==> src/design/sdmac_config.svh <==
// Bus widths, register offsets and DMA address step for the SCSI DMA controller
// Included by the package and by every block that decodes offsets
`ifndef SDMAC_CONFIG_SVH
`define SDMAC_CONFIG_SVH

// Register window, CPU data and word counter widths
`define SDMAC_ADDR_W 8
`define SDMAC_DATA_W 32
`define SDMAC_WTC_W  24

// Register offsets inside the 8-bit window
`define SDMAC_OFS_WTC     8'h04
`define SDMAC_OFS_CONTR   8'h08
`define SDMAC_OFS_ACR     8'h0C
`define SDMAC_OFS_ST_DMA  8'h10
`define SDMAC_OFS_FLUSH   8'h14
`define SDMAC_OFS_CLR_INT 8'h18
`define SDMAC_OFS_ISTR    8'h1C
`define SDMAC_OFS_SP_DMA  8'h3C

// Everything from here up belongs to the external SCSI chip
`define SDMAC_OFS_CHIP 8'h40

// Bytes per transferred word
`define SDMAC_ACR_STEP 32'd4

`endif

==> src/design/sdmac_pkg.sv <==
// Shared types for the SCSI DMA controller
// Blocks refer to these by scoped name, compile this file before the RTL
`include "sdmac_config.svh"

package sdmac_pkg;

  // Offset inside the register window
  typedef logic [`SDMAC_ADDR_W-1:0] reg_addr_t;

  // One CPU data word
  typedef logic [`SDMAC_DATA_W-1:0] bus_data_t;

  // Memory address presented during DMA
  typedef logic [31:0] dma_addr_t;

  // Transferred word count
  typedef logic [`SDMAC_WTC_W-1:0] wtc_t;

  // CPU cycle sequencer states
  typedef enum logic [2:0] {
    IDLE,
    REG_ACK,
    CHIP_REQ,
    CHIP_ACK,
    RELEASE
  } bus_state_t;

  // Per-word SCSI handshake states
  typedef enum logic [1:0] {
    OFF,
    WAIT_DRQ,
    ACK_HIGH
  } dma_state_t;

endpackage

==> src/design/addr_decoder.sv <==
// Decodes the CPU register window into read, write and action strobes
// Purely combinational, the strobes stay high for the whole address strobe
`timescale 1ns/10ps
`include "sdmac_config.svh"

module addr_decoder (
  input  sdmac_pkg::reg_addr_t addr,
  input  logic                 dmac_n,
  input  logic                 as_n,
  input  logic                 rw,
  input  logic                 dmadir,
  output logic                 reg_sel,
  output logic                 wtc_rd,
  output logic                 contr_rd,
  output logic                 contr_wr,
  output logic                 acr_wr,
  output logic                 istr_rd,
  output logic                 st_dma,
  output logic                 sp_dma,
  output logic                 clr_int,
  output logic                 flush,
  output logic                 chip_sel
);

  logic valid;
  logic hit_wtc;
  logic hit_contr;
  logic hit_acr;
  logic hit_st;
  logic hit_flush;
  logic hit_clr;
  logic hit_istr;
  logic hit_sp;

  // Chip select and address strobe both low
  assign valid = ~(dmac_n | as_n);

  // Exact offset matches
  assign hit_wtc   = valid && (addr == `SDMAC_OFS_WTC);
  assign hit_contr = valid && (addr == `SDMAC_OFS_CONTR);
  assign hit_acr   = valid && (addr == `SDMAC_OFS_ACR);
  assign hit_st    = valid && (addr == `SDMAC_OFS_ST_DMA);
  assign hit_flush = valid && (addr == `SDMAC_OFS_FLUSH);
  assign hit_clr   = valid && (addr == `SDMAC_OFS_CLR_INT);
  assign hit_istr  = valid && (addr == `SDMAC_OFS_ISTR);
  assign hit_sp    = valid && (addr == `SDMAC_OFS_SP_DMA);

  // Split between own registers and the SCSI chip
  assign chip_sel = valid && (addr >= `SDMAC_OFS_CHIP);
  // Any own offset gets an acknowledge, matched or not
  assign reg_sel  = valid && (addr < `SDMAC_OFS_CHIP);

  // Read and write strobes, rw high means read
  assign wtc_rd   = hit_wtc & rw;
  assign contr_rd = hit_contr & rw;
  assign contr_wr = hit_contr & ~rw;
  assign acr_wr   = hit_acr & ~rw;
  assign istr_rd  = hit_istr & rw;

  // Action strobes fire on any access to their offset
  assign st_dma  = hit_st;
  assign sp_dma  = hit_sp;
  assign clr_int = hit_clr;
  // Flush only means something when sending to the SCSI side
  assign flush   = hit_flush & dmadir;

endmodule

==> src/design/cpu_bus_ctrl.sv <==
// CPU cycle sequencer: turns level strobes into one-cycle pulses,
// forwards chip window accesses and drives the data strobe acknowledge
`timescale 1ns/10ps
`include "sdmac_config.svh"

module cpu_bus_ctrl (
  input  logic                 clk,
  input  logic                 arst_n,
  input  logic                 as_n,
  input  logic                 reg_sel,
  input  logic                 wtc_rd,
  input  logic                 contr_rd,
  input  logic                 contr_wr,
  input  logic                 acr_wr,
  input  logic                 istr_rd,
  input  logic                 st_dma,
  input  logic                 sp_dma,
  input  logic                 clr_int,
  input  logic                 flush,
  input  logic                 chip_sel,
  input  logic                 chip_ack,
  output logic                 contr_we,
  output logic                 acr_we,
  output logic                 start,
  output logic                 stop,
  output logic                 clr_int_p,
  output logic                 flush_p,
  output sdmac_pkg::reg_addr_t rd_sel,
  output logic                 chip_req,
  output logic                 dsack_n
);

  sdmac_pkg::bus_state_t state;

  always_ff @(posedge clk or negedge arst_n) begin
    if (!arst_n) begin
      state     <= sdmac_pkg::IDLE;
      contr_we  <= 1'b0;
      acr_we    <= 1'b0;
      start     <= 1'b0;
      stop      <= 1'b0;
      clr_int_p <= 1'b0;
      flush_p   <= 1'b0;
      rd_sel    <= '0;
      chip_req  <= 1'b0;
      dsack_n   <= 1'b1;
    end else begin
      // Pulses last a single clock
      contr_we  <= 1'b0;
      acr_we    <= 1'b0;
      start     <= 1'b0;
      stop      <= 1'b0;
      clr_int_p <= 1'b0;
      flush_p   <= 1'b0;
      case (state)
        sdmac_pkg::IDLE: begin
          if (!as_n && reg_sel) begin
            contr_we  <= contr_wr;
            acr_we    <= acr_wr;
            start     <= st_dma;
            stop      <= sp_dma;
            clr_int_p <= clr_int;
            flush_p   <= flush;
            // Latch the readable offset, anything else reads as zero
            if (wtc_rd) begin
              rd_sel <= `SDMAC_OFS_WTC;
            end else if (contr_rd) begin
              rd_sel <= `SDMAC_OFS_CONTR;
            end else if (istr_rd) begin
              rd_sel <= `SDMAC_OFS_ISTR;
            end else begin
              rd_sel <= '0;
            end
            state <= sdmac_pkg::REG_ACK;
          end else if (!as_n && chip_sel) begin
            rd_sel <= '0;
            state  <= sdmac_pkg::CHIP_REQ;
          end
        end
        // Register update lands on this edge, data is already on dout
        sdmac_pkg::REG_ACK: begin
          dsack_n <= 1'b0;
          state   <= sdmac_pkg::RELEASE;
        end
        sdmac_pkg::CHIP_REQ: begin
          chip_req <= 1'b1;
          state    <= sdmac_pkg::CHIP_ACK;
        end
        // Chip decides the latency
        sdmac_pkg::CHIP_ACK: begin
          if (chip_ack) begin
            dsack_n <= 1'b0;
            state   <= sdmac_pkg::RELEASE;
          end
        end
        sdmac_pkg::RELEASE: begin
          if (as_n) begin
            dsack_n  <= 1'b1;
            chip_req <= 1'b0;
          end
          // Chip handshake has to be back to zero before the next cycle
          if ((as_n || dsack_n) && !chip_req && !chip_ack) begin
            state <= sdmac_pkg::IDLE;
          end
        end
        default: state <= sdmac_pkg::IDLE;
      endcase
    end
  end

  // Acknowledge only answers a strobe the CPU still holds
  a_dsack_in_cycle: assert property (@(posedge clk) disable iff (!arst_n)
    $fell(dsack_n) |-> !$past(as_n))
    else $error("dsack_n fell outside a CPU cycle");

  // Level decode fires each action once, before the cycle is acknowledged
  a_pulse_single: assert property (@(posedge clk) disable iff (!arst_n)
    (|{contr_we, acr_we, start, stop, clr_int_p, flush_p}) |-> dsack_n)
    else $error("action pulse inside an acknowledged CPU cycle");

endmodule

==> src/design/sdmac_regs.sv <==
// CONTR and ISTR registers, interrupt pending logic and CPU read multiplexer
// Written through one-cycle pulses from the bus sequencer
`timescale 1ns/10ps
`include "sdmac_config.svh"

module sdmac_regs (
  input  logic                 clk,
  input  logic                 arst_n,
  input  sdmac_pkg::bus_data_t din,
  input  logic                 contr_we,
  input  logic                 clr_int_p,
  input  sdmac_pkg::reg_addr_t rd_sel,
  input  logic                 scsi_irq,
  input  sdmac_pkg::wtc_t      wtc,
  input  logic                 dma_active,
  input  logic                 flushed,
  output logic                 dmadir,
  output logic                 intena,
  output sdmac_pkg::bus_data_t dout,
  output logic                 int_n
);

  logic                 irq_q;
  logic                 int_pending;
  sdmac_pkg::bus_data_t contr_val;
  sdmac_pkg::bus_data_t istr_val;

  always_ff @(posedge clk or negedge arst_n) begin
    if (!arst_n) begin
      dmadir      <= 1'b0;
      intena      <= 1'b0;
      irq_q       <= 1'b0;
      int_pending <= 1'b0;
    end else begin
      irq_q <= scsi_irq;
      // CONTR bit 1 direction, bit 2 interrupt enable
      if (contr_we) begin
        dmadir <= din[1];
        intena <= din[2];
      end
      // New chip interrupt beats a clear in the same clock
      if (scsi_irq && !irq_q) begin
        int_pending <= 1'b1;
      end else if (clr_int_p) begin
        int_pending <= 1'b0;
      end
    end
  end

  always_comb begin
    contr_val    = '0;
    contr_val[1] = dmadir;
    contr_val[2] = intena;
    // ISTR layout
    istr_val     = '0;
    istr_val[0]  = int_pending;
    istr_val[1]  = dma_active;
    istr_val[2]  = flushed;
    case (rd_sel)
      `SDMAC_OFS_WTC:   dout = {{(`SDMAC_DATA_W - `SDMAC_WTC_W){1'b0}}, wtc};
      `SDMAC_OFS_CONTR: dout = contr_val;
      `SDMAC_OFS_ISTR:  dout = istr_val;
      default:          dout = '0;
    endcase
  end

  // Masked by the enable, pending stays visible in ISTR
  assign int_n = ~(int_pending & intena);

endmodule

==> src/design/dma_engine.sv <==
// DMA engine: answers SCSI data requests word by word and
// keeps the memory address and word counters for the transfer
`timescale 1ns/10ps
`include "sdmac_config.svh"

module dma_engine (
  input  logic                  clk,
  input  logic                  arst_n,
  input  sdmac_pkg::bus_data_t  din,
  input  logic                  acr_we,
  input  logic                  start,
  input  logic                  stop,
  input  logic                  flush_p,
  input  logic                  dmadir,
  input  logic                  scsi_drq,
  output logic                  scsi_dack,
  output sdmac_pkg::dma_addr_t  dma_addr,
  output logic                  dma_wr,
  output sdmac_pkg::wtc_t       wtc,
  output logic                  dma_active,
  output logic                  flushed
);

  sdmac_pkg::dma_state_t state;
  logic                  run;

  // Active state as it will be after this edge
  assign run = (dma_active | start) & ~stop & ~flush_p;

  // Write to memory when data comes from the SCSI side
  assign dma_wr = ~dmadir;

  always_ff @(posedge clk or negedge arst_n) begin
    if (!arst_n) begin
      state      <= sdmac_pkg::OFF;
      scsi_dack  <= 1'b0;
      dma_addr   <= '0;
      wtc        <= '0;
      dma_active <= 1'b0;
      flushed    <= 1'b0;
    end else begin
      if (start) begin
        wtc        <= '0;
        flushed    <= 1'b0;
        dma_active <= 1'b1;
      end
      if (stop) begin
        dma_active <= 1'b0;
      end
      if (flush_p) begin
        dma_active <= 1'b0;
        flushed    <= 1'b1;
      end
      // CPU load of the address counter
      if (acr_we) begin
        dma_addr <= din;
      end
      case (state)
        sdmac_pkg::OFF: begin
          if (run) begin
            state <= sdmac_pkg::WAIT_DRQ;
          end
        end
        sdmac_pkg::WAIT_DRQ: begin
          if (!run) begin
            state <= sdmac_pkg::OFF;
          end else if (scsi_drq) begin
            scsi_dack <= 1'b1;
            state     <= sdmac_pkg::ACK_HIGH;
          end
        end
        sdmac_pkg::ACK_HIGH: begin
          if (!run) begin
            // Aborted word, nothing counted
            scsi_dack <= 1'b0;
            state     <= sdmac_pkg::OFF;
          end else if (!scsi_drq) begin
            scsi_dack <= 1'b0;
            wtc       <= wtc + 1'b1;
            if (!acr_we) begin
              dma_addr <= dma_addr + `SDMAC_ACR_STEP;
            end
            state <= sdmac_pkg::WAIT_DRQ;
          end
        end
        default: state <= sdmac_pkg::OFF;
      endcase
    end
  end

  // Stop and flush drop the acknowledge in the same clock
  a_dack_inactive: assert property (@(posedge clk) disable iff (!arst_n)
    !dma_active |-> !scsi_dack)
    else $error("scsi_dack high with DMA inactive");

  // Address only moves at the end of a word or on a CPU load
  a_addr_step: assert property (@(posedge clk) disable iff (!arst_n)
    !$stable(dma_addr) |-> ($fell(scsi_dack) || $past(acr_we)))
    else $error("dma_addr changed outside a word handshake");

endmodule

==> src/design/sdmac_top.sv <==
// SCSI DMA controller top level
// CPU register port, forward path to the SCSI chip and the DMA handshake
`timescale 1ns/10ps

module sdmac_top (
  input  logic                 clk,
  input  logic                 arst_n,
  // CPU side
  input  sdmac_pkg::reg_addr_t addr,
  input  sdmac_pkg::bus_data_t din,
  input  logic                 rw,
  input  logic                 dmac_n,
  input  logic                 as_n,
  output sdmac_pkg::bus_data_t dout,
  output logic                 dsack_n,
  // Chip window forward
  output logic                 chip_req,
  input  logic                 chip_ack,
  // SCSI data handshake
  input  logic                 scsi_drq,
  output logic                 scsi_dack,
  output sdmac_pkg::dma_addr_t dma_addr,
  output logic                 dma_wr,
  // Interrupts
  input  logic                 scsi_irq,
  output logic                 int_n
);

  // Decode strobes
  logic reg_sel;
  logic wtc_rd;
  logic contr_rd;
  logic contr_wr;
  logic acr_wr;
  logic istr_rd;
  logic st_dma;
  logic sp_dma;
  logic clr_int;
  logic flush;
  logic chip_sel;

  // Sequencer pulses and latched read offset
  logic                 contr_we;
  logic                 acr_we;
  logic                 start;
  logic                 stop;
  logic                 clr_int_p;
  logic                 flush_p;
  sdmac_pkg::reg_addr_t rd_sel;

  // Register and engine cross links
  logic            dmadir;
  logic            intena;
  sdmac_pkg::wtc_t wtc;
  logic            dma_active;
  logic            flushed;

  addr_decoder i_addr_decoder (.*);

  cpu_bus_ctrl i_cpu_bus_ctrl (.*);

  sdmac_regs i_sdmac_regs (.*);

  dma_engine i_dma_engine (.*);

endmodule

==> config.mk <==
export PLATFORM = sky130hd
export DESIGN_NAME = sdmac_top
export DESIGN_NICKNAME = d
export VERILOG_FILES = /design/src/design/sdmac_pkg.sv /design/src/design/addr_decoder.sv /design/src/design/cpu_bus_ctrl.sv /design/src/design/sdmac_regs.sv /design/src/design/dma_engine.sv /design/src/design/sdmac_top.sv
export VERILOG_INCLUDE_DIRS = /design/src /design/src/design
export SDC_FILE = /design/constraint.sdc
export NUM_CORES = 1
export LEC_CHECK = 0
export CORE_ASPECT_RATIO = 0.6
export CORE_MARGIN = 5
export CORE_UTILIZATION = 25
export DETAILED_ROUTE_END_ITERATION = 8
export DONT_BUFFER_PORTS = 1
export PLACE_DENSITY = 0.41
export SLEW_MARGIN = 20
export SYNTH_ARGS = -nofsm -noshare
export SYNTH_HDL_FRONTEND = slang
export SYNTH_SLANG_ARGS = --single-unit
==> constraint.sdc <==
create_clock -name clk -period 2.4 [get_ports clk]
set_input_delay 0.24 -clock clk [delete_from_list [all_inputs] [get_ports clk]]
set_output_delay 0.24 -clock clk [all_outputs]
set_load 0.02 [all_outputs]
==> results of run 1 <==
registers in the layout, indices dropped and copies added, names as in the netlist:
name                      count
i_dma_engine.wtc             24
i_sdmac_regs.irq_q            1
i_cpu_bus_ctrl.start          1
i_dma_engine.dma_addr        32
i_dma_engine.scsi_dack        1
i_cpu_bus_ctrl.contr_we       1
i_cpu_bus_ctrl.rd_sel         3
i_sdmac_regs.dmadir           1
i_cpu_bus_ctrl.stop           1
i_cpu_bus_ctrl.flush_p        1
i_cpu_bus_ctrl.dsack_n        1
i_cpu_bus_ctrl.acr_we         1
i_sdmac_regs.int_pending      1
i_cpu_bus_ctrl.clr_int_p      1
i_dma_engine.flushed          1
i_dma_engine.state            2
i_cpu_bus_ctrl.state          3
i_cpu_bus_ctrl.chip_req       1
i_dma_engine.dma_active       1
i_sdmac_regs.intena           1
synth_stat cells (all sizes together) (3+ instances only):
cell type / n
a21oi: 9
a22o: 4
a31oi: 6
and2: 7
and3: 28
and4: 7
buf: 15
clkbuf: 18
dfrtp: 78
inv: 13
mux2: 3
nand2: 69
nand3: 23
nand4: 19
nor2: 30
nor3: 11
nor4: 20
o211ai: 4
o21ai: 63
o311ai: 4
o31ai: 4
xnor2: 29
cells by family after synthesis:
logic type	Yosys count	synth area share
other cells	1	0.0008391
flops	79	0.4426
compound gates	107	0.1422
simple gates	227	0.2800
xor+xnor	31	0.06075
fa+ha+maj	2	0.005598
mux	5	0.01204
buf+inv	47	0.05599
stage by stage:
step	setup WS [ns]	area, um2	total power, W	hold WS [ns]
floorplan	0.5783	4496	0.001611	-0.05559
global route	0.1845	5141	0.003246	0.02790
finish	0.3188	5141	0.003085	0.02465
global placement	0.3269	4765	0.001639	-0.05054
detailed placement	0.3463	4765	0.001637	-0.05072
CTS	0.3262	5141	0.003149	0.008167
layout make-up:
| cell class | count | area [um2] | share of cell area |
|---|---|---|---|
| clock inverter | 5 | 56.30 | 0.01095 |
| inverter | 14 | 52.55 | 0.01022 |
| tap | 234 | 292.8 | 0.05695 |
| sequential | 79 | 1979 | 0.3850 |
| clock buffer | 11 | 252.7 | 0.04916 |
| multi-input combinational | 380 | 2267 | 0.4410 |
| timing repair buffer | 28 | 240.2 | 0.04673 |
critical path, stage by stage, from the launching register on:
cell,delay [ns]
dfrtp_1,0.51
and4_1,0.43
nand4_2,0.26
nor4_1,0.50
xnor2_1,0.18
o21ai_1,0.07
how the worst max path moves through the flow:
stage,start,to,slack [ns],cells after the start
floorplan,i_dma_engine.dma_addr[2],i_dma_engine.dma_addr[20],0.58,6
global placement,i_dma_engine.dma_addr[20],i_dma_engine.dma_addr[31],0.33,5
detailed placement,i_dma_engine.dma_addr[7],i_dma_engine.dma_addr[31],0.35,5
CTS,i_dma_engine.dma_addr[7],i_dma_engine.dma_addr[31],0.33,5
global route,i_dma_engine.dma_addr[2],i_dma_engine.dma_addr[16],0.18,6
finish,i_dma_engine.dma_addr[7],i_dma_engine.dma_addr[31],0.32,5
report_power, final:
part           switching, W  total [W]  leakage (nW)  internal (W)
Combinational      0.000116   0.000186         0.986     0.0000693
Clock              0.000570    0.00143         0.152      0.000862
Sequential        0.0000828    0.00147          1.05       0.00139
Total              0.000769    0.00309          2.19       0.00232
per-layer routing:
layer | wire [um] | up-vias | global-route usage
li1 | - | 1820 | -
met4 | 104 | 0 | 0.02799
met1 | 7199 | 1792 | 0.1996
met5 | 0 | - | 0
met2 | 5484 | 84 | 0.1754
met3 | 822 | 6 | 0.04398
placed cells by master (no fill, tap or decap), drive strengths merged, types with 19 or more instances in the layout:
cell type	instances
dfrtp	78
and3	28
nor2	30
nor4	20
o21ai	63
nand2	69
nand4	19
buf	24
xnor2	29
nand3	23
repair_timing:
item,CTS,global route
hold endpoints to repair,82,0
setup endpoints to repair,0,0
buffers inserted,0,0
hold buffers,5,0
==> flow_metrics.py, run 1 <==
metrics = {
    "outcome": {
        "outcome": "complete, no violations",
    },
    "die": {
        "initial_core_util": 0.2574,
        "row_count": 37,
        "die_h_um": 113.6,
        "die_area_um2": 20740,
        "core_area_um2": 17360,
        "io_pins": 117,
        "fp.dieW_um": 182.6,
    },
    "routing": {
        "routed_wl_mm": 13.61,
        "first_pass_iters": 5,
        "ant_nets": 0,
        "drt_iter0_markers": 173,
        "viasPerCell": 4.929,
        "vias": 3702,
        "drc_errors": 0,
        "avgRoutedWirePerCell_um": 18.12,
    },
    "sta": {
        "min_period_ns": 2.081,
        "max-slew-margin-rel": 0.5114,
        "finalSetupViolCount": 0,
        "max_freq_mhz": 480.5,
        "hold_viol_final": 0,
        "worst_pin_slew_ns": 0.7328,
        "finalMaxSlewViolations": 0,
        "skew_ns": 0.008965,
        "finalCritPeriodShare": 0.8672,
        "fin_setup_tns_ns": 0,
        "rsz0062_at_grt": "no",
    },
    "hold_path": {
        "hold_path.class": "in2reg",
        "whs_endpoint": "i_sdmac_regs.dmadir",
        "min_from": "din[1]",
        "holdPathStages": 2,
    },
    "global_routing": {
        "grt_usage": 0.1306,
        "grt_pass1_wl_mm": 21.58,
        "grt_pass1_vias": 3704,
        "grt_max_degree": 80,
        "antenna_found_initial": 0,
        "overflow": 0,
    },
    "critical_path": {
        "worstSetupEndpointType": "register",
        "worstSetupPathType": "reg2reg",
        "r2r_start": "i_dma_engine.dma_addr[7]",
        "r2r_slack_ns": 0.32,
        "startpoint_type": "register",
        "r2r_cells": 5,
        "cp.required_ns": 2.61,
        "arrival_ns": 2.29,
        "path_max_fanout": 7,
        "r2r-end": "i_dma_engine.dma_addr[31]",
    },
    "yosys": {
        "netlist_top_cells_area": "dfrtp_1, nand2_1, xnor2_1, o21ai_0, and3_1",
        "post-synth-top-area-cell": "dfrtp_1",
        "yosys_warnings": 0,
        "synth.avg_cell_area_um2": 8.956,
        "ys_seq_area_frac": 0.4426,
        "ys.flop_type": "dfrtp_1",
        "ys_ff_latch": 79,
        "netlist_area_um2": 4469,
        "async_flop_share": 1.000,
        "synthDistinctLibCells": 62,
        "syn_inst": 499,
        "synth_top_area_frac": 0.4367,
        "synth_edf_count": 0,
    },
    "place": {
        "port_buffers": 0,
        "dp.final_hpwl_mm": 9.863,
        "place.gp.congestion": 0.8313,
        "dp.cells": 730,
    },
    "clock_network": {
        "tritoncts": "done",
        "cts_resized": 0,
        "numCtsBuffers": 9,
        "clk_pin_slew_worst_paths_ns": 0.06,
        "cts-htree-levels": 3,
        "clock_latency_ns": 0.33,
        "clock_sinks": 79,
        "clk_path_buf_depth": 2,
        "cts-root-buf": "clkbuf_16",
    },
    "finish": {
        "drive_gt1_frac": 0.1083,
        "post_layout_nonfiller_instances": 751,
        "syn_to_final_growth_pct": 15.03,
        "num-fill-cells": 1813,
        "layout.nets": 562,
        "final_core_util": 0.2961,
        "diodes": 0,
    },
    "pwr": {
        "power_density_nw_per_um2": 600.1,
        "peakVddDrop_v": 0.0003788,
        "leakage_nw": 2.192,
    },
    "job": {
        "maxCapViolations": 0,
    },
}
Power figures use the tool's default switching activity.
==> run 2: changes to the inputs <==
--- a/config.mk
+++ b/config.mk
@@ -11,6 +11,7 @@
 export CORE_UTILIZATION = 25
 export DETAILED_ROUTE_END_ITERATION = 8
 export DONT_BUFFER_PORTS = 1
+export MAX_ROUTING_LAYER = met4
 export PLACE_DENSITY = 0.41
 export SLEW_MARGIN = 20
 export SYNTH_ARGS = -nofsm -noshare
==> run 2 against run 1 <==
Sequential power barely moved; via count barely moved; critical endpoint unchanged; sequential share of layout area did not move; largest power group unchanged; flip-flop and latch count did not move; clock skew barely moved; register-to-register slack barely moved; cell count did not move; largest cell class unchanged.
==> flow_metrics.py, run 2 (synthesis gave the netlist of run 1 again) <==
metrics = {
    "outcome": {
        "outcome": "complete, no violations",
    },
    "finish": {
        "final_cell_area_um2": 5141,
        "regMostFlops": "i_dma_engine.dma_addr",
        "syn_to_final_growth_pct": 15.03,
        "final_cell_mix": "dfrtp_1, nand2_1, o21ai_0",
        "drive_gt1_frac": 0.1083,
        "multi_input_area_um2": 2267,
        "regArea_um2": 1979,
        "final_common_cell": "dfrtp_1",
        "largest_register_ffs": 32,
        "diodes": 0,
        "reg_top3": "i_dma_engine.dma_addr x32, i_dma_engine.wtc x24",
        "layout.nets": 562,
        "num-fill-cells": 1813,
    },
    "clock_network": {
        "clock_latency_ns": 0.33,
        "numCtsBuffers": 9,
        "cts_setup_buffers": 0,
        "cts-htree-levels": 3,
        "cts-root-buf": "clkbuf_16",
        "clock_sinks": 79,
        "cts_resized": 0,
        "clk_path_buf_depth": 2,
        "clk_pin_slew_worst_paths_ns": 0.06,
        "tritoncts": "done",
    },
    "critical_path": {
        "crit_buf_inv": 0,
        "crit_chain": "and4_1 -> nand4_2 -> nor4_1 -> xnor2_1 -> o21ai_1",
        "cp.depth": 5,
        "startpoint_type": "register",
        "r2r_cells": 5,
        "slowest_delay_ns": 0.52,
        "cp_slowest_cell": "dfrtp_1",
        "worstSetupEndpointType": "register",
        "cp.required_ns": 2.61,
        "worstSetupPathType": "reg2reg",
        "path_max_fanout": 7,
        "critical_path.top_delay_family": "simple AND/OR/NAND/NOR gates",
        "arrival_ns": 2.28,
    },
    "global_routing": {
        "overflow": 0,
        "antenna_found_initial": 0,
        "grt_pass1_wl_mm": 21.47,
        "grt_usage": 0.1340,
        "grt_max_degree": 80,
        "grt_pass1_vias": 3710,
    },
    "die": {
        "fp.dieW_um": 182.6,
        "die_h_um": 113.6,
        "core_area_um2": 17360,
        "io_pins": 117,
        "initial_core_util": 0.2574,
        "die_area_um2": 20740,
        "row_count": 37,
    },
    "sta": {
        "rsz0062_at_grt": "no",
        "min_period_ns": 2.074,
        "max-slew-margin-rel": 0.5102,
        "skew_ns": 0.009189,
        "finalMaxSlewViolations": 0,
        "worst_pin_slew_ns": 0.7347,
        "max_freq_mhz": 482.1,
        "hold_viol_final": 0,
        "finalCritPeriodShare": 0.8642,
        "fin_setup_tns_ns": 0,
        "finalSetupViolCount": 0,
    },
    "place": {
        "dp.final_hpwl_mm": 9.863,
        "port_buffers": 0,
        "place_area_um2": 4765,
        "place.gp.congestion": 0.8441,
    },
    "pwr": {
        "leakage_nw": 2.192,
        "power_density_nw_per_um2": 600.3,
        "peakVddDrop_v": 0.0003790,
    },
    "hold_path": {
        "holdPathStages": 2,
        "hold_path.class": "in2reg",
    },
    "routing": {
        "first_pass_iters": 4,
        "ant_nets": 0,
        "avgRoutedWirePerCell_um": 18.11,
        "routed_wl_mm": 13.60,
        "drc_errors": 0,
        "drt_iter0_markers": 166,
        "viasPerCell": 4.925,
        "vias": 3699,
    },
    "job": {
        "maxCapViolations": 0,
    },
}
## run 2: cell counts in the layout (fill, tap and decap cells not counted)
No cell type changed its count.
## run 2: layer usage
| layer | global-route usage | up-vias | wire length (um) |
|---|---|---|---|
| met5 | - | - | 0 |
| met4 | 0.02799 | 0 | 97 |
| met3 | 0.04175 | 6 | 851 |
| met2 | 0.1769 | 93 | 5493 |
| met1 | 0.1986 | 1779 | 7158 |
| li1 | - | 1821 | - |
## run 2: cell type report
type / instances / area share
Sequential cell: 79 / 0.3850
Inverter: 14 / 0.01022
Multi-Input combinational cell: 380 / 0.4410
Clock buffer: 11 / 0.04916
Tap cell: 234 / 0.05695
Timing Repair Buffer: 28 / 0.04673
Clock inverter: 5 / 0.01095
## run 2: worst register-to-register path: cells and delay by family (launching register included)
family | cells | cell delay (ns)
DFF | 1 | 0.52
AOI/OAI and AO/OA | 1 | 0.07
and+or+nand+nor | 3 | 1.19
xor gates and xnor gates | 1 | 0.18
## run 2: timing repair
action | 4_1_cts | 5_1_grt
hold buffers | 5 | 0
endpoints found under the setup margin | 0 | 0
endpoints found under the hold margin | 82 | 0
## run 2: power by group
group | internal, W | switching (W) | total, W
combinational | 0.0000693 | 0.000116 | 0.000185
clock | 0.000862 | 0.000572 | 0.00143
sequential | 0.00139 | 0.0000822 | 0.00147
total | 0.00232 | 0.000770 | 0.00309
## run 2: final timing paths
kind | slack (ns) | start | end
worst max-delay path | 0.33 | i_dma_engine.dma_addr[7] | i_dma_engine.dma_addr[31]
worst min-delay path | 0.02 | din[30] | i_dma_engine.dma_addr[30]
worst max register to register | 0.33 | i_dma_engine.dma_addr[7] | i_dma_engine.dma_addr[31]
worst min register to register | 0.43 | i_sdmac_regs.irq_q | i_sdmac_regs.int_pending
max in group asynchronous | 1.56 | arst_n | i_cpu_bus_ctrl.dsack_n
min in group asynchronous | 0.50 | arst_n | i_dma_engine.wtc[8]
## run 2: stage by stage
step | hold slack (ns) | setup WS [ns] | util | cells | power, W
floorplan | -0.05559 | 0.5783 | - | 506 | 0.001611
CTS | 0.008167 | 0.3262 | 0.2961 | 751 | 0.003149
global route | 0.02791 | 0.1846 | 0.2961 | 751 | 0.003243
global placement | -0.05054 | 0.3269 | 0.2745 | 730 | 0.001639
finish | 0.02425 | 0.3258 | 0.2961 | 751 | 0.003086
detailed placement | -0.05072 | 0.3463 | 0.2745 | 730 | 0.001637
==> run 3: changes to the inputs <==
--- a/config.mk
+++ b/config.mk
@@ -6,13 +6,15 @@
 export SDC_FILE = /design/constraint.sdc
 export NUM_CORES = 1
 export LEC_CHECK = 0
+export CELL_PAD_IN_SITES_DETAIL_PLACEMENT = 0
+export CELL_PAD_IN_SITES_GLOBAL_PLACEMENT = 2
 export CORE_ASPECT_RATIO = 0.6
 export CORE_MARGIN = 5
 export CORE_UTILIZATION = 25
 export DETAILED_ROUTE_END_ITERATION = 8
 export DONT_BUFFER_PORTS = 1
 export MAX_ROUTING_LAYER = met4
-export PLACE_DENSITY = 0.41
+export PLACE_DENSITY = 0.6
 export SLEW_MARGIN = 20
 export SYNTH_ARGS = -nofsm -noshare
 export SYNTH_HDL_FRONTEND = slang
==> run 3 against run 2 <==
Routed wire length increased by 1.6%; largest power group is now the clock network; hold slack got worse by 0.0019 ns; clock skew about the same; clock-buffer cell count unchanged; register-to-register slack improved by 0.02 ns; fmax up 0.94%; sequential share of layout area fell by 0.17 points; utilization grew 0.13 points; largest cell class unchanged; combinational power barely moved; die area is the same.
==> flow_metrics.py, run 3 (synthesis gave the netlist of run 1 again) <==
metrics = {
    "critical_path": {
        "startpoint_type": "register",
        "cp_slowest_cell": "dfrtp_1",
        "arrival_ns": 2.25,
        "path_max_fanout": 7,
        "r2r_cells": 5,
        "r2r_slack_ns": 0.35,
        "worstSetupPathType": "reg2reg",
        "slowest_delay_ns": 0.51,
        "worstSetupEndpointType": "register",
        "cp.required_ns": 2.60,
        "r2r-end": "i_dma_engine.dma_addr[31]",
        "r2r_start": "i_dma_engine.dma_addr[8]",
        "crit_chain": "and4_1 -> nand4_2 -> nor4_1 -> xnor2_1 -> o21ai_1",
    },
    "finish": {
        "final_core_util": 0.2974,
        "reg_top3": "i_dma_engine.dma_addr x32, i_dma_engine.wtc x24",
        "diodes": 0,
        "largest_register_ffs": 32,
        "final_cell_mix": "dfrtp_1, nand2_1, o21ai_0",
        "syn_to_final_growth_pct": 15.54,
        "layout.nets": 561,
        "regMostFlops": "i_dma_engine.dma_addr",
        "final_common_cell": "dfrtp_1",
        "drive_gt1_frac": 0.1027,
    },
    "sta": {
        "finalMaxSlewViolations": 0,
        "min_period_ns": 2.055,
        "skew_ns": 0.009677,
        "max-slew-margin-rel": 0.4789,
        "hold_viol_final": 0,
        "max_freq_mhz": 486.7,
        "finalSetupViolCount": 0,
        "rsz0062_at_grt": "no",
        "finalCritPeriodShare": 0.8562,
        "worst_pin_slew_ns": 0.7817,
        "fin_setup_tns_ns": 0,
    },
    "pwr": {
        "p_total_w": 0.003260,
        "peakVddDrop_v": 0.0004221,
        "leakage_nw": 2.193,
        "power_density_nw_per_um2": 631.3,
    },
    "place": {
        "place.gp.congestion": 0.8279,
        "dp.final_hpwl_mm": 10.13,
        "port_buffers": 0,
    },
    "die": {
        "initial_core_util": 0.2574,
        "die_h_um": 113.6,
        "row_count": 37,
        "io_pins": 117,
        "core_area_um2": 17360,
        "die_area_um2": 20740,
        "fp.dieW_um": 182.6,
    },
    "global_routing": {
        "antenna_found_initial": 0,
        "grt_usage": 0.1378,
        "overflow": 0,
        "grt_pass1_wl_mm": 22.05,
        "grt_pass1_vias": 3706,
        "grt_max_degree": 80,
    },
    "clock_network": {
        "clk_path_buf_depth": 2,
        "clock_latency_ns": 0.34,
        "cts-htree-levels": 3,
        "clk_pin_slew_worst_paths_ns": 0.07,
        "cts-root-buf": "clkbuf_16",
        "numCtsBuffers": 9,
        "tritoncts": "done",
        "clock_sinks": 79,
    },
    "hold_path": {
        "hold_path.class": "in2reg",
        "whs_endpoint": "i_dma_engine.dma_addr[30]",
        "min_from": "din[30]",
        "holdPathStages": 2,
    },
    "routing": {
        "vias": 3778,
        "drc_errors": 0,
        "first_pass_iters": 5,
        "avgRoutedWirePerCell_um": 18.42,
        "ant_nets": 0,
        "drt_iter0_markers": 311,
        "viasPerCell": 5.037,
        "routed_wl_mm": 13.82,
    },
    "outcome": {
        "outcome": "complete, no violations",
    },
    "job": {
        "maxCapViolations": 0,
    },
}
-- run 3: cell types whose count changed in the layout (fill, tap and decap cells not counted) --
| cell | before | now |
|---|---|---|
| clkinv_2 | 2 | 0 |
| inv_6 | 0 | 1 |
| bufinv_16 | 1 | 3 |
| buf_4 | 23 | 22 |
| clkinv_4 | 1 | 0 |
| clkbuf_8 | 2 | 0 |
| clkbuf_1 | 0 | 2 |
-- run 3: worst max path at each step --
stage / start / to / slack (ns) / cells past startpoint
floorplan: i_dma_engine.dma_addr[2] / i_dma_engine.dma_addr[20] / 0.58 / 6
global placement: i_dma_engine.dma_addr[8] / i_dma_engine.dma_addr[31] / 0.38 / 5
detailed placement: i_dma_engine.state[0] / i_dma_engine.dma_addr[16] / 0.37 / 5
CTS: i_dma_engine.state[0] / i_dma_engine.dma_addr[16] / 0.35 / 5
global route: i_dma_engine.state[0] / i_dma_engine.dma_addr[16] / 0.11 / 5
finish: i_dma_engine.dma_addr[8] / i_dma_engine.dma_addr[31] / 0.35 / 5
-- run 3: per-layer routing --
| layer | up-vias | routed length, um | part of all wire | track usage |
|---|---|---|---|---|
| li1 | 1824 | - | - | - |
| met5 | - | 0 | 0 | - |
| met1 | 1839 | 7082 | 0.51 | 0.2062 |
| met4 | 0 | 76 | 0.0055 | 0.03048 |
| met2 | 107 | 5630 | 0.41 | 0.1779 |
| met3 | 8 | 1028 | 0.074 | 0.04302 |
-- run 3: cell type report --
type / count / area [um2]
clock buffers: 11 / 232.7
clock inverters: 5 / 106.4
multi-input cells: 380 / 2267
repair buffers: 27 / 232.7
fillers: 1872 / 12200
flip-flops and latches: 79 / 1979
well taps: 234 / 292.8
inverters: 14 / 52.55
-- run 3: worst max-delay path, delay by kind of cell (launching register included) --
family / cells / cell delay [ns]
AO/OA/AOI/OAI: 1 / 0.07
flip-flops: 1 / 0.51
XOR/XNOR: 1 / 0.17
AND/OR/NAND/NOR: 3 / 1.18
-- run 3: timing repair --
item,4_1_cts,5_1_grt
hold buffers,5,0
buffers inserted,0,0
endpoints found under the setup margin,0,0
hold endpoints to repair,82,0
gates resized for setup,0,0
-- run 3: power breakdown --
group / switching (W) / internal (W) / total [W]
clock network: 0.000582 / 0.00102 / 0.00160
registers: 0.0000841 / 0.00139 / 0.00147
logic: 0.000117 / 0.0000691 / 0.000186
-- run 3: stage by stage --
step	hold WS (ns)	std cells	setup WS, ns	area [um2]
after global placement	-0.05060	729	0.3798	4757
after floorplan	-0.05559	506	0.5783	4496
after detailed placement	-0.05127	729	0.3653	4757
after global routing	0.003307	750	0.1102	5164
after CTS	0.01021	750	0.3469	5164
final	0.02235	750	0.3452	5164
